**src/verilog/link_pkg.sv**
```systemverilog
package link_pkg;

    // ------------------------------------------------------------------------
    // nibble line format
    // ------------------------------------------------------------------------
    localparam int nibble_w         = 4;   // width of qdata.
    localparam int nibbles_per_word = 8;   // nibbles in one frame.
    localparam int phase_w          = 2;   // qclk is clk divided by four.

    typedef logic [nibble_w-1:0] nibble_t;

    typedef logic [$clog2(nibbles_per_word)-1:0] nibble_idx_t;

    typedef logic [phase_w-1:0] phase_t;

    // index of the closing nibble of a frame.
    localparam nibble_idx_t last_nibble = nibble_idx_t'(nibbles_per_word - 1);

    // phase whose closing edge loads and shifts the line data
    localparam phase_t shift_phase = '0;

endpackage

```
**src/verilog/stream_pkg.sv**
```systemverilog
package stream_pkg;

    // ------------------------------------------------------------------------
    // word side of the link
    // ------------------------------------------------------------------------
    localparam int word_w = 32;   // host word width.

    typedef logic [word_w-1:0] word_t;

    // outcome of one received frame
    typedef enum logic {
        rx_ok          = 1'b0,   // all nibbles arrived.
        rx_short_frame = 1'b1    // cut off by a new frame mark.
    } rx_status_t;

endpackage

```
**src/verilog/word_queue.sv**
```systemverilog
module word_queue
    import stream_pkg::*;
#(
    parameter int queue_depth = 4
) (
    input  logic  clk,
    input  logic  rst_n,
    input  logic  push,
    input  word_t push_data,
    input  logic  busy,
    output logic  wr,
    output word_t wr_data,
    output logic  full,
    output logic  empty
);

    localparam int ptr_w = (queue_depth > 1) ? $clog2(queue_depth) : 1;
    localparam int cnt_w = $clog2(queue_depth + 1);

    word_t             mem [queue_depth];
    logic [ptr_w-1:0]  rd_ptr_q;
    logic [ptr_w-1:0]  wr_ptr_q;
    logic [cnt_w-1:0]  count_q;
    logic              wr_q;
    logic              push_ok;

    assign full  = (count_q == cnt_w'(queue_depth));
    assign empty = (count_q == '0);

    // busy rises one cycle late, so wr_q covers that gap.
    assign wr      = !empty && !busy && !wr_q;
    assign wr_data = mem[rd_ptr_q];

    assign push_ok = push && !full;   // dropped when full.

    // ------------------------------------------------------------------------
    // pointers and fill count
    // ------------------------------------------------------------------------
    always_ff @(posedge clk or negedge rst_n) begin
        if (!rst_n) begin
            rd_ptr_q <= '0;
            wr_ptr_q <= '0;
            count_q  <= '0;
            wr_q     <= 1'b0;
        end else begin
            wr_q <= wr;
            if (push_ok) begin
                wr_ptr_q <= wr_ptr_q + 1'b1;   // wraps at depth.
            end
            if (wr) begin
                rd_ptr_q <= rd_ptr_q + 1'b1;
            end
            if (push_ok && !wr) begin
                count_q <= count_q + 1'b1;
            end else if (wr && !push_ok) begin
                count_q <= count_q - 1'b1;
            end
        end
    end

    always_ff @(posedge clk) begin
        if (push_ok) begin
            mem[wr_ptr_q] <= push_data;
        end
    end

endmodule

```
**src/verilog/stream_serializer.sv**
```systemverilog
module stream_serializer
    import link_pkg::*, stream_pkg::*;
(
    input  logic    clk,
    input  logic    rst_n,
    input  logic    wr,
    input  word_t   wr_data,
    output logic    qclk,
    output logic    frame,
    output nibble_t qdata,
    output logic    busy
);

    word_t       pending_data_q;
    logic        pending_q;
    logic        active_q;
    nibble_idx_t idx_q;
    word_t       shift_q;
    phase_t      phase_q;
    logic        shift_edge;
    logic        start;

    // ------------------------------------------------------------------------
    // quarter rate strobe
    // ------------------------------------------------------------------------
    always_ff @(posedge clk or negedge rst_n) begin
        if (!rst_n) begin
            phase_q <= '0;
        end else begin
            phase_q <= phase_q + 1'b1;   // free running.
        end
    end

    assign shift_edge = (phase_q == shift_phase);

    // a write landing on the load edge goes straight to the line
    assign start = shift_edge && !active_q && (pending_q || wr);

    always_ff @(posedge clk) begin
        if (wr) begin
            pending_data_q <= wr_data;
        end
    end

    // ------------------------------------------------------------------------
    // frame control and nibble shifter
    // ------------------------------------------------------------------------
    always_ff @(posedge clk or negedge rst_n) begin
        if (!rst_n) begin
            pending_q <= 1'b0;
            active_q  <= 1'b0;
            idx_q     <= '0;
            shift_q   <= '0;
        end else begin
            if (start) begin
                shift_q   <= pending_q ? pending_data_q : wr_data;
                active_q  <= 1'b1;
                idx_q     <= '0;
                pending_q <= pending_q && wr;   // a new word stays pending.
            end else begin
                if (wr) begin
                    pending_q <= 1'b1;
                end
                if (shift_edge && active_q) begin
                    shift_q <= {{nibble_w{1'b0}}, shift_q[word_w-1:nibble_w]};
                    idx_q   <= idx_q + 1'b1;
                    if (idx_q == last_nibble) begin
                        active_q <= 1'b0;   // frame done.
                    end
                end
            end
        end
    end

    assign qdata = shift_q[nibble_w-1:0];
    assign qclk  = phase_q[phase_w-1] && active_q;   // high in phases 2 and 3.
    assign frame = active_q && (idx_q == '0);
    assign busy  = active_q || pending_q;

endmodule

```
**src/verilog/stream_deserializer.sv**
```systemverilog
module stream_deserializer
    import link_pkg::*, stream_pkg::*;
(
    input  logic       clk,
    input  logic       rst_n,
    input  logic       rx_qclk,
    input  logic       rx_frame,
    input  nibble_t    rx_qdata,
    output logic       rx_valid,
    output word_t      rx_data,
    output rx_status_t rx_status
);

    logic        qclk_q;
    logic        sample_q;
    logic        sample_frame_q;
    nibble_t     sample_nib_q;
    logic        in_frame_q;
    nibble_idx_t idx_q;
    word_t       shift_q;
    word_t       shift_next;

    // ------------------------------------------------------------------------
    // qclk edge detect and line sample
    // ------------------------------------------------------------------------
    always_ff @(posedge clk or negedge rst_n) begin
        if (!rst_n) begin
            qclk_q         <= 1'b0;
            sample_q       <= 1'b0;
            sample_frame_q <= 1'b0;
        end else begin
            qclk_q         <= rx_qclk;
            sample_q       <= rx_qclk && !qclk_q;   // rising qclk.
            sample_frame_q <= rx_frame;
        end
    end

    always_ff @(posedge clk) begin
        sample_nib_q <= rx_qdata;
    end

    // nibbles enter at the top and move down.
    assign shift_next = {sample_nib_q, shift_q[word_w-1:nibble_w]};

    // ------------------------------------------------------------------------
    // frame tracking
    // ------------------------------------------------------------------------
    always_ff @(posedge clk or negedge rst_n) begin
        if (!rst_n) begin
            in_frame_q <= 1'b0;
            idx_q      <= '0;
            rx_valid   <= 1'b0;
        end else begin
            rx_valid <= 1'b0;
            if (sample_q) begin
                if (sample_frame_q) begin
                    rx_valid   <= in_frame_q;   // previous frame cut short.
                    in_frame_q <= 1'b1;
                    idx_q      <= nibble_idx_t'(1);
                end else if (in_frame_q) begin
                    if (idx_q == last_nibble) begin
                        rx_valid   <= 1'b1;
                        in_frame_q <= 1'b0;
                        idx_q      <= '0;
                    end else begin
                        idx_q <= idx_q + 1'b1;
                    end
                end
            end
        end
    end

    always_ff @(posedge clk) begin
        if (sample_q) begin
            if (sample_frame_q) begin
                rx_data   <= shift_q;   // partial word.
                rx_status <= rx_short_frame;
                shift_q   <= {sample_nib_q, {(word_w-nibble_w){1'b0}}};
            end else if (in_frame_q) begin
                shift_q   <= shift_next;
                rx_data   <= shift_next;
                rx_status <= rx_ok;
            end
        end
    end

endmodule

```
**src/verilog/nibble_link_top.sv**
```systemverilog
module nibble_link_top
    import link_pkg::*, stream_pkg::*;
#(
    parameter int queue_depth = 4
) (
    input  logic       clk,
    input  logic       rst_n,
    input  logic       push,
    input  word_t      push_data,
    output logic       full,
    output logic       empty,
    output logic       qclk,
    output logic       frame,
    output nibble_t    qdata,
    input  logic       rx_qclk,
    input  logic       rx_frame,
    input  nibble_t    rx_qdata,
    output logic       rx_valid,
    output word_t      rx_data,
    output rx_status_t rx_status
);

    logic  wr;
    logic  busy;
    word_t wr_data;

    // ------------------------------------------------------------------------
    // transmit side
    // ------------------------------------------------------------------------
    word_queue #(
        .queue_depth (queue_depth)
    ) u_queue (
        .clk       (clk),
        .rst_n     (rst_n),
        .push      (push),
        .push_data (push_data),
        .busy      (busy),
        .wr        (wr),
        .wr_data   (wr_data),
        .full      (full),
        .empty     (empty)
    );

    stream_serializer u_serializer (
        .clk     (clk),
        .rst_n   (rst_n),
        .wr      (wr),
        .wr_data (wr_data),
        .qclk    (qclk),
        .frame   (frame),
        .qdata   (qdata),
        .busy    (busy)
    );

    // receive side, fed only from the top ports.
    stream_deserializer u_deserializer (
        .clk       (clk),
        .rst_n     (rst_n),
        .rx_qclk   (rx_qclk),
        .rx_frame  (rx_frame),
        .rx_qdata  (rx_qdata),
        .rx_valid  (rx_valid),
        .rx_data   (rx_data),
        .rx_status (rx_status)
    );

endmodule

```
**config.mk**
```make
export PLATFORM = sky130hd
export DESIGN_NAME = nibble_link_top
export DESIGN_NICKNAME = d
export VERILOG_FILES = /design/src/verilog/link_pkg.sv /design/src/verilog/stream_pkg.sv /design/src/verilog/word_queue.sv /design/src/verilog/stream_serializer.sv /design/src/verilog/stream_deserializer.sv /design/src/verilog/nibble_link_top.sv
export SDC_FILE = /design/constraint.sdc
export NUM_CORES = 1
export LEC_CHECK = 0
export BUFFER_PORTS_ARGS = -buffer_cell sky130_fd_sc_hd__buf_2
export CAP_MARGIN = 20
export CORE_ASPECT_RATIO = 1.5
export CORE_MARGIN = 4
export CORE_UTILIZATION = 45
export CTS_BUF_LIST = sky130_fd_sc_hd__clkbuf_4 sky130_fd_sc_hd__clkbuf_8 sky130_fd_sc_hd__clkbuf_16
export DETAILED_ROUTE_END_ITERATION = 8
export SLEW_MARGIN = 30
export SYNTH_ARGS = -nofsm -noshare
export SYNTH_HDL_FRONTEND = slang
export SYNTH_HIERARCHICAL = 1
export SYNTH_SLANG_ARGS = --single-unit
```
**constraint.sdc**
```tcl
create_clock -name clk -period 4.2 [get_ports clk]
set_input_delay 0.42 -clock clk [delete_from_list [all_inputs] [get_ports clk]]
set_output_delay 0.42 -clock clk [all_outputs]
set_load 0.005 [all_outputs]
```
==> results of run 1 <==
[path summary, 6_finish.rpt]
path | startpoint | to | slack, ns
max | u_serializer/active_q | u_serializer/shift_q[16] | 1.44
min | rst_n | u_queue/wr_ptr_q[0] | 0.02
max reg2reg | u_serializer/active_q | u_serializer/shift_q[16] | 1.44
min reg2reg | u_deserializer/qclk_q | u_deserializer/sample_q | 0.40
max in group asynchronous | rst_n | u_deserializer/sample_frame_q | 3.64
min in group clk | push_data[21] | u_queue/mem[2][21] | 0.10
[cell usage after synthesis (11+ instances only)]
cell,n,area [um^2]
edfxtp_1,225,6760
mux4_2,32,721
buf_2,12,60.1
o211ai_2,18,225
buf_6,12,135
nor2b_1,30,188
nand2_1,68,255
dfrtp_1,55,1380
ha_1,11,138
mux2i_1,36,360
a21o_1,28,210
[critical path: cells and delay by family, from the launching register on]
kind / cells / cell delay [ns]
compound gates: 2 / 0.47
flops: 1 / 0.49
buf+inv: 3 / 0.99
simple gates: 2 / 0.70
[layout make-up]
type / instances / area [um^2]
fillers: 2016 / 11500
flip-flops and latches: 284 / 8220
multi-input cells: 280 / 2610
clock buffers: 35 / 777
repair buffers: 101 / 591
well taps: 324 / 405
clock inverters: 17 / 188
inverters: 10 / 37.5
[registers in the layout, indices dropped and copies added, names as in the netlist]
register	flops
u_deserializer/idx_q	3
u_deserializer/in_frame_q	1
u_deserializer/qclk_q	1
u_deserializer/rx_data	32
u_deserializer/rx_status	1
u_deserializer/rx_valid	1
u_deserializer/sample_frame_q	1
u_deserializer/sample_nib_q	4
u_deserializer/sample_q	1
u_deserializer/shift_q	32
u_queue/count_q	3
u_queue/mem	128
u_queue/rd_ptr_q	2
u_queue/wr_ptr_q	2
u_queue/wr_q	1
u_serializer/active_q	1
u_serializer/idx_q	3
u_serializer/pending_data_q	32
u_serializer/pending_q	1
u_serializer/phase_q	2
u_serializer/shift_q	32
[kinds of logic after synthesis]
group	Yosys count
and+or+nand+nor	121
muxes	74
DFF	284
buffers and inverters	46
adders and majority gates	13
AOI/OAI and AO/OA	66
xor gates and xnor gates	6
[layer usage]
layer / vias to the layer above / wire [um] / GRT usage
met4: 2 / 324 / 0.0331
met1: 2775 / 7350 / 0.174
li1: 2511 / - / -
met3: 29 / 832 / 0.0243
met2: 104 / 11000 / 0.270
met5: - / 13 / 0
[report_power, final]
group / switching, mW / total [mW] / internal (mW)
Sequential: 0.341 / 4.04 / 3.70
Clock: 0.995 / 2.55 / 1.56
Combinational: 0.891 / 1.67 / 0.777
==> impl_metrics.py, run 1 <==
metrics = {
    "timing": {
        "fin_crit_sh": 0.658,
        "layout_setup_ws_ns": 1.44,
        "max_freq_mhz": 362,
        "hold_viol": 0,
        "rsz0062_at_grt": "false",
        "setup-violations-final": 0,
        "tns_ns": 0,
        "tightest_slew_ns": 0.899,
        "slew_headroom": 0.401,
        "hold-worst-slack_ns": 0.0193,
        "clock_skew_ns": 0.0117,
        "maxSlewViolCount": 0,
        "period_minus_slack_ns": 2.76,
    },
    "clock_tree": {
        "cts_setup_buffers": 0,
        "cts_buffer_depth": 3,
        "h-tree-depth": 1,
        "clk_latency_ns": 0.53,
        "clock-sinks": 284,
        "cts_tree": "built",
        "cts_resized": 0,
        "numCtsBuffers": 28,
        "clkTransAtPathRegs_ns": 0.06,
        "cts-hold-fix-buffers": 5,
        "clockRootBuffer": "clkbuf_16",
    },
    "yosys": {
        "postSynthAreaPerCell_um2": 18.2,
        "async_flop_share": 0.194,
        "yosys_warnings": 6,
        "synth-edff-count": 225,
        "synth_xor_area_frac": 0.00473,
        "ys_ff_latch": 284,
        "synth_fa_ha_area_frac": 0.0151,
        "synth_flop_cell": "edfxtp_1",
        "synth_simple_gate_area_share": 0.0552,
        "ys_seq_area_frac": 0.739,
        "syn-cell-area_um2": 11100,
        "synth_mux_area_frac": 0.104,
        "syn_nets": 663,
        "yosysUniqueCellTypes": 45,
        "synth_compound_gate_area_share": 0.0537,
        "syn_inst": 610,
        "synth_top_family_by_area": "multiplexers",
    },
    "layout": {
        "layout.nets": 758,
        "finish.utilization": 0.527,
        "layout_commonest_cell": "edfxtp_1",
        "drive_above_1_share": 0.287,
        "final_cell_area_um2": 12800,
        "antenna_cells": 0,
        "area_growth_syn_to_layout_pct": 15.4,
        "mostFrequentLayoutCells": "225 x edfxtp_1, 82 x buf_2, 68 x nand2_1",
        "instances_no_fill": 1051,
    },
    "grt": {
        "grt_pass1_wl_mm": 31.4,
        "grt_antenna_before_repair": 1,
        "grt_max_degree": 69,
        "grt.total_usage": 0.145,
        "grt_pass1_vias": 5803,
        "gr-total-overflow": 0,
    },
    "setup_path": {
        "path_cells": "or2_1 -> or3_4 -> inv_1 -> o21bai_4 -> buf_8 -> buf_8 -> o211ai_1",
        "required_ns": 4.63,
        "crit_top_cell": "buf_8",
        "r2r_cells": 7,
        "path_class": "reg -> reg",
        "crit_arrival_ns": 3.19,
        "startpoint_type": "flip-flop",
        "end_kind": "flip-flop",
        "path_max_fanout": 19,
        "critPathMaxStageDelay_ns": 0.59,
        "cpMaxStageDelayCell": "inv_1",
    },
    "route": {
        "vias_per_cell": 5.16,
        "drt-total-wl_mm": 19.5,
        "ant_nets": 0,
        "drc_errors": 0,
        "drt-pass1-iter-count": 4,
        "wl_per_cell_um": 18.5,
        "drtIter0Drc": 246,
        "vias": 5421,
    },
    "power": {
        "ir_drop_mv": 0.372,
        "p_per_area_nw_per_um2": 644,
        "power_leakage_nw": 4.95,
        "finalPower_mw": 8.26,
    },
    "place": {
        "place_inst": 993,
        "placed_cell_area_um2": 11800,
        "pre_cts_ws_ns": 1.47,
        "place_congestion": 0.757,
        "hpwlAfterDp_mm": 12.6,
        "portBuffers": 82,
    },
    "worst_hold_path": {
        "hold_class": "in -> async",
    },
    "floorplan": {
        "die_area_um2": 27300,
        "ios": 83,
        "rows": 70,
        "core_area_um2": 24300,
        "fp.dieH_um": 200,
        "die_w_um": 136,
        "start_util": 0.456,
    },
    "status": {
        "status": "finished, final reports clean",
    },
    "job": {
        "maxCapViolations": 0,
    },
}
Power figures use the tool's default switching activity.
==> run 2: changes to the inputs <==
==> constraint.sdc (replaced) <==
create_clock -name clk -period 2.6 [get_ports clk]
set_input_delay 0.26 -clock clk [delete_from_list [all_inputs] [get_ports clk]]
set_output_delay 0.26 -clock clk [all_outputs]
set_load 0.005 [all_outputs]
==> run 2 against run 1 <==
Sequential cell count did not move. Clock-buffer cell count rose by 4. Utilization rose by 1.4 points. Global-route usage rose by 0.10 points. Clock power rose by 46%. Cell count rose by 4.3%. Clock skew rose by 0.0010 ns. Combinational power rose by 80%. First-iteration DRC count rose by 1.2%. Worst setup slack got worse by 1.1 ns. Critical path depth fell by 1. Via count rose by 2.4%. Highest routed layer is now met4.
==> impl_metrics.py, run 2 (synthesis results as in run 1) <==
metrics = {
    "status": {
        "status": "finished, final reports clean",
    },
    "route": {
        "drtIter0Drc": 249,
        "vias": 5549,
        "ant_nets": 0,
        "drt-total-wl_mm": 19.4,
        "wl_per_cell_um": 17.7,
        "vias_per_cell": 5.06,
        "drc_errors": 0,
        "drt-pass1-iter-count": 4,
    },
    "floorplan": {
        "start_util": 0.456,
        "core_area_um2": 24300,
        "die_area_um2": 27300,
        "ios": 83,
        "rows": 70,
        "die_w_um": 136,
        "fp.dieH_um": 200,
    },
    "timing": {
        "maxSlewViolCount": 0,
        "slew_headroom": 0.575,
        "tightest_slew_ns": 0.637,
        "fin_crit_sh": 0.853,
        "hold_viol": 0,
        "setup-violations-final": 0,
        "max_freq_mhz": 451,
        "rsz0062_at_grt": "false",
        "period_minus_slack_ns": 2.22,
        "tns_ns": 0,
        "clock_skew_ns": 0.0127,
    },
    "grt": {
        "grt_pass1_vias": 6040,
        "grt_max_degree": 66,
        "grt_antenna_before_repair": 0,
        "use_met2": 0.276,
        "busiest_layer": "met2",
        "gr-usage-met1": 0.170,
        "grt.total_usage": 0.146,
        "met3_usage": 0.0236,
        "grt_pass1_wl_mm": 31.8,
        "gr-total-overflow": 0,
    },
    "layout": {
        "layout.nets": 805,
        "instances_no_fill": 1096,
        "drive_above_1_share": 0.290,
        "largest_register": "u_queue/mem",
        "antenna_cells": 0,
        "area_growth_syn_to_layout_pct": 18.4,
        "mostFrequentLayoutCells": "225 x edfxtp_1, 81 x buf_2, 68 x nand2_1",
        "final_cell_area_um2": 13200,
        "finish.utilization": 0.540,
        "largest_reg_flops": 128,
        "layout_commonest_cell": "edfxtp_1",
    },
    "setup_path": {
        "crit_arrival_ns": 2.62,
        "end_kind": "flip-flop",
        "path_class": "reg -> reg",
        "startpoint_type": "flip-flop",
        "path_max_fanout": 3,
        "required_ns": 3.00,
    },
    "clock_tree": {
        "cts-hold-fix-buffers": 39,
        "h-tree-depth": 1,
        "clk_latency_ns": 0.52,
        "cts_setup_buffers": 0,
        "clock-sinks": 284,
        "numCtsBuffers": 27,
        "cts_buffer_depth": 3,
        "cts_resized": 0,
        "clkTransAtPathRegs_ns": 0.06,
        "cts_tree": "built",
        "clockRootBuffer": "clkbuf_16",
    },
    "place": {
        "place_congestion": 0.767,
        "hpwlAfterDp_mm": 13.2,
        "portBuffers": 82,
        "place_inst": 1008,
        "placed_cell_area_um2": 11900,
    },
    "worst_hold_path": {
        "hold_class": "in -> reg",
    },
    "power": {
        "p_per_area_nw_per_um2": 991,
        "power_leakage_nw": 5.11,
        "finalPower_mw": 13.0,
        "ir_drop_mv": 0.651,
    },
    "job": {
        "maxCapViolations": 0,
    },
}
[run 2: cell types whose count changed in the layout (fill, tap and decap cells not counted), moves of 4 or more]
cell / before / now
dlygate4sd3_1: 6 / 39
buf_4: 10 / 27
clkbuf_4: 5 / 10
clkinv_1: 6 / 2
[run 2: where the power goes]
group	leakage (nW)	switching [mW]	internal [mW]	total [mW]
Sequential	2.80	0.331	5.97	6.30
Clock	0.438	1.55	2.17	3.72
Combinational	1.87	1.65	1.36	3.01
[run 2: worst paths after layout]
check | start | slack, ns | depth (start not counted) | to
worst min-delay path | push | 0.23 | 4 | u_queue/wr_ptr_q[0]
min in group asynchronous | rst_n | 0.26 | 2 | u_deserializer/rx_valid
worst max register to register | u_serializer/pending_q | 0.38 | 6 | u_queue/count_q[1]
max in group asynchronous | rst_n | 1.75 | 3 | u_serializer/shift_q[30]
worst max-delay path | u_serializer/pending_q | 0.38 | 6 | u_queue/count_q[1]
worst min register to register | u_deserializer/qclk_q | 0.39 | 1 | u_deserializer/sample_q
[run 2: metrics by stage]
stage / hold WS [ns] / setup slack [ns]
finish: 0.225 / 0.381
global route: 0.252 / 0.263
CTS: 0.191 / 0.367
detailed placement: 0.367 / 0.391
global placement: 0.366 / 0.453
floorplan: -0.0356 / 0.0591
[run 2: layer usage]
metal  routed length [um]  part of all wire  vias up
met1                 7490              0.39     2823
met2                10800              0.56      102
met3                  769             0.040       25
met5                    0                 0        -
li1                     -                 -     2599
met4                  337             0.017        0
[run 2: worst max-delay path: stages, from the launching register on]
cell	delay [ns]
dfrtp_2	0.39
or2_1	0.26
or3_4	0.43
ha_1	0.24
inv_1	0.08
fa_1	0.42
mux2_2	0.28
[run 2: final cells by class]
class / instances / area (um^2)
fill: 1981 / 11200
sequential: 284 / 8220
multi-input combinational: 280 / 2600
timing repair buffer: 149 / 1040
clock buffer: 39 / 778
tap: 324 / 405
clock inverter: 10 / 72.6
inverter: 10 / 41.3
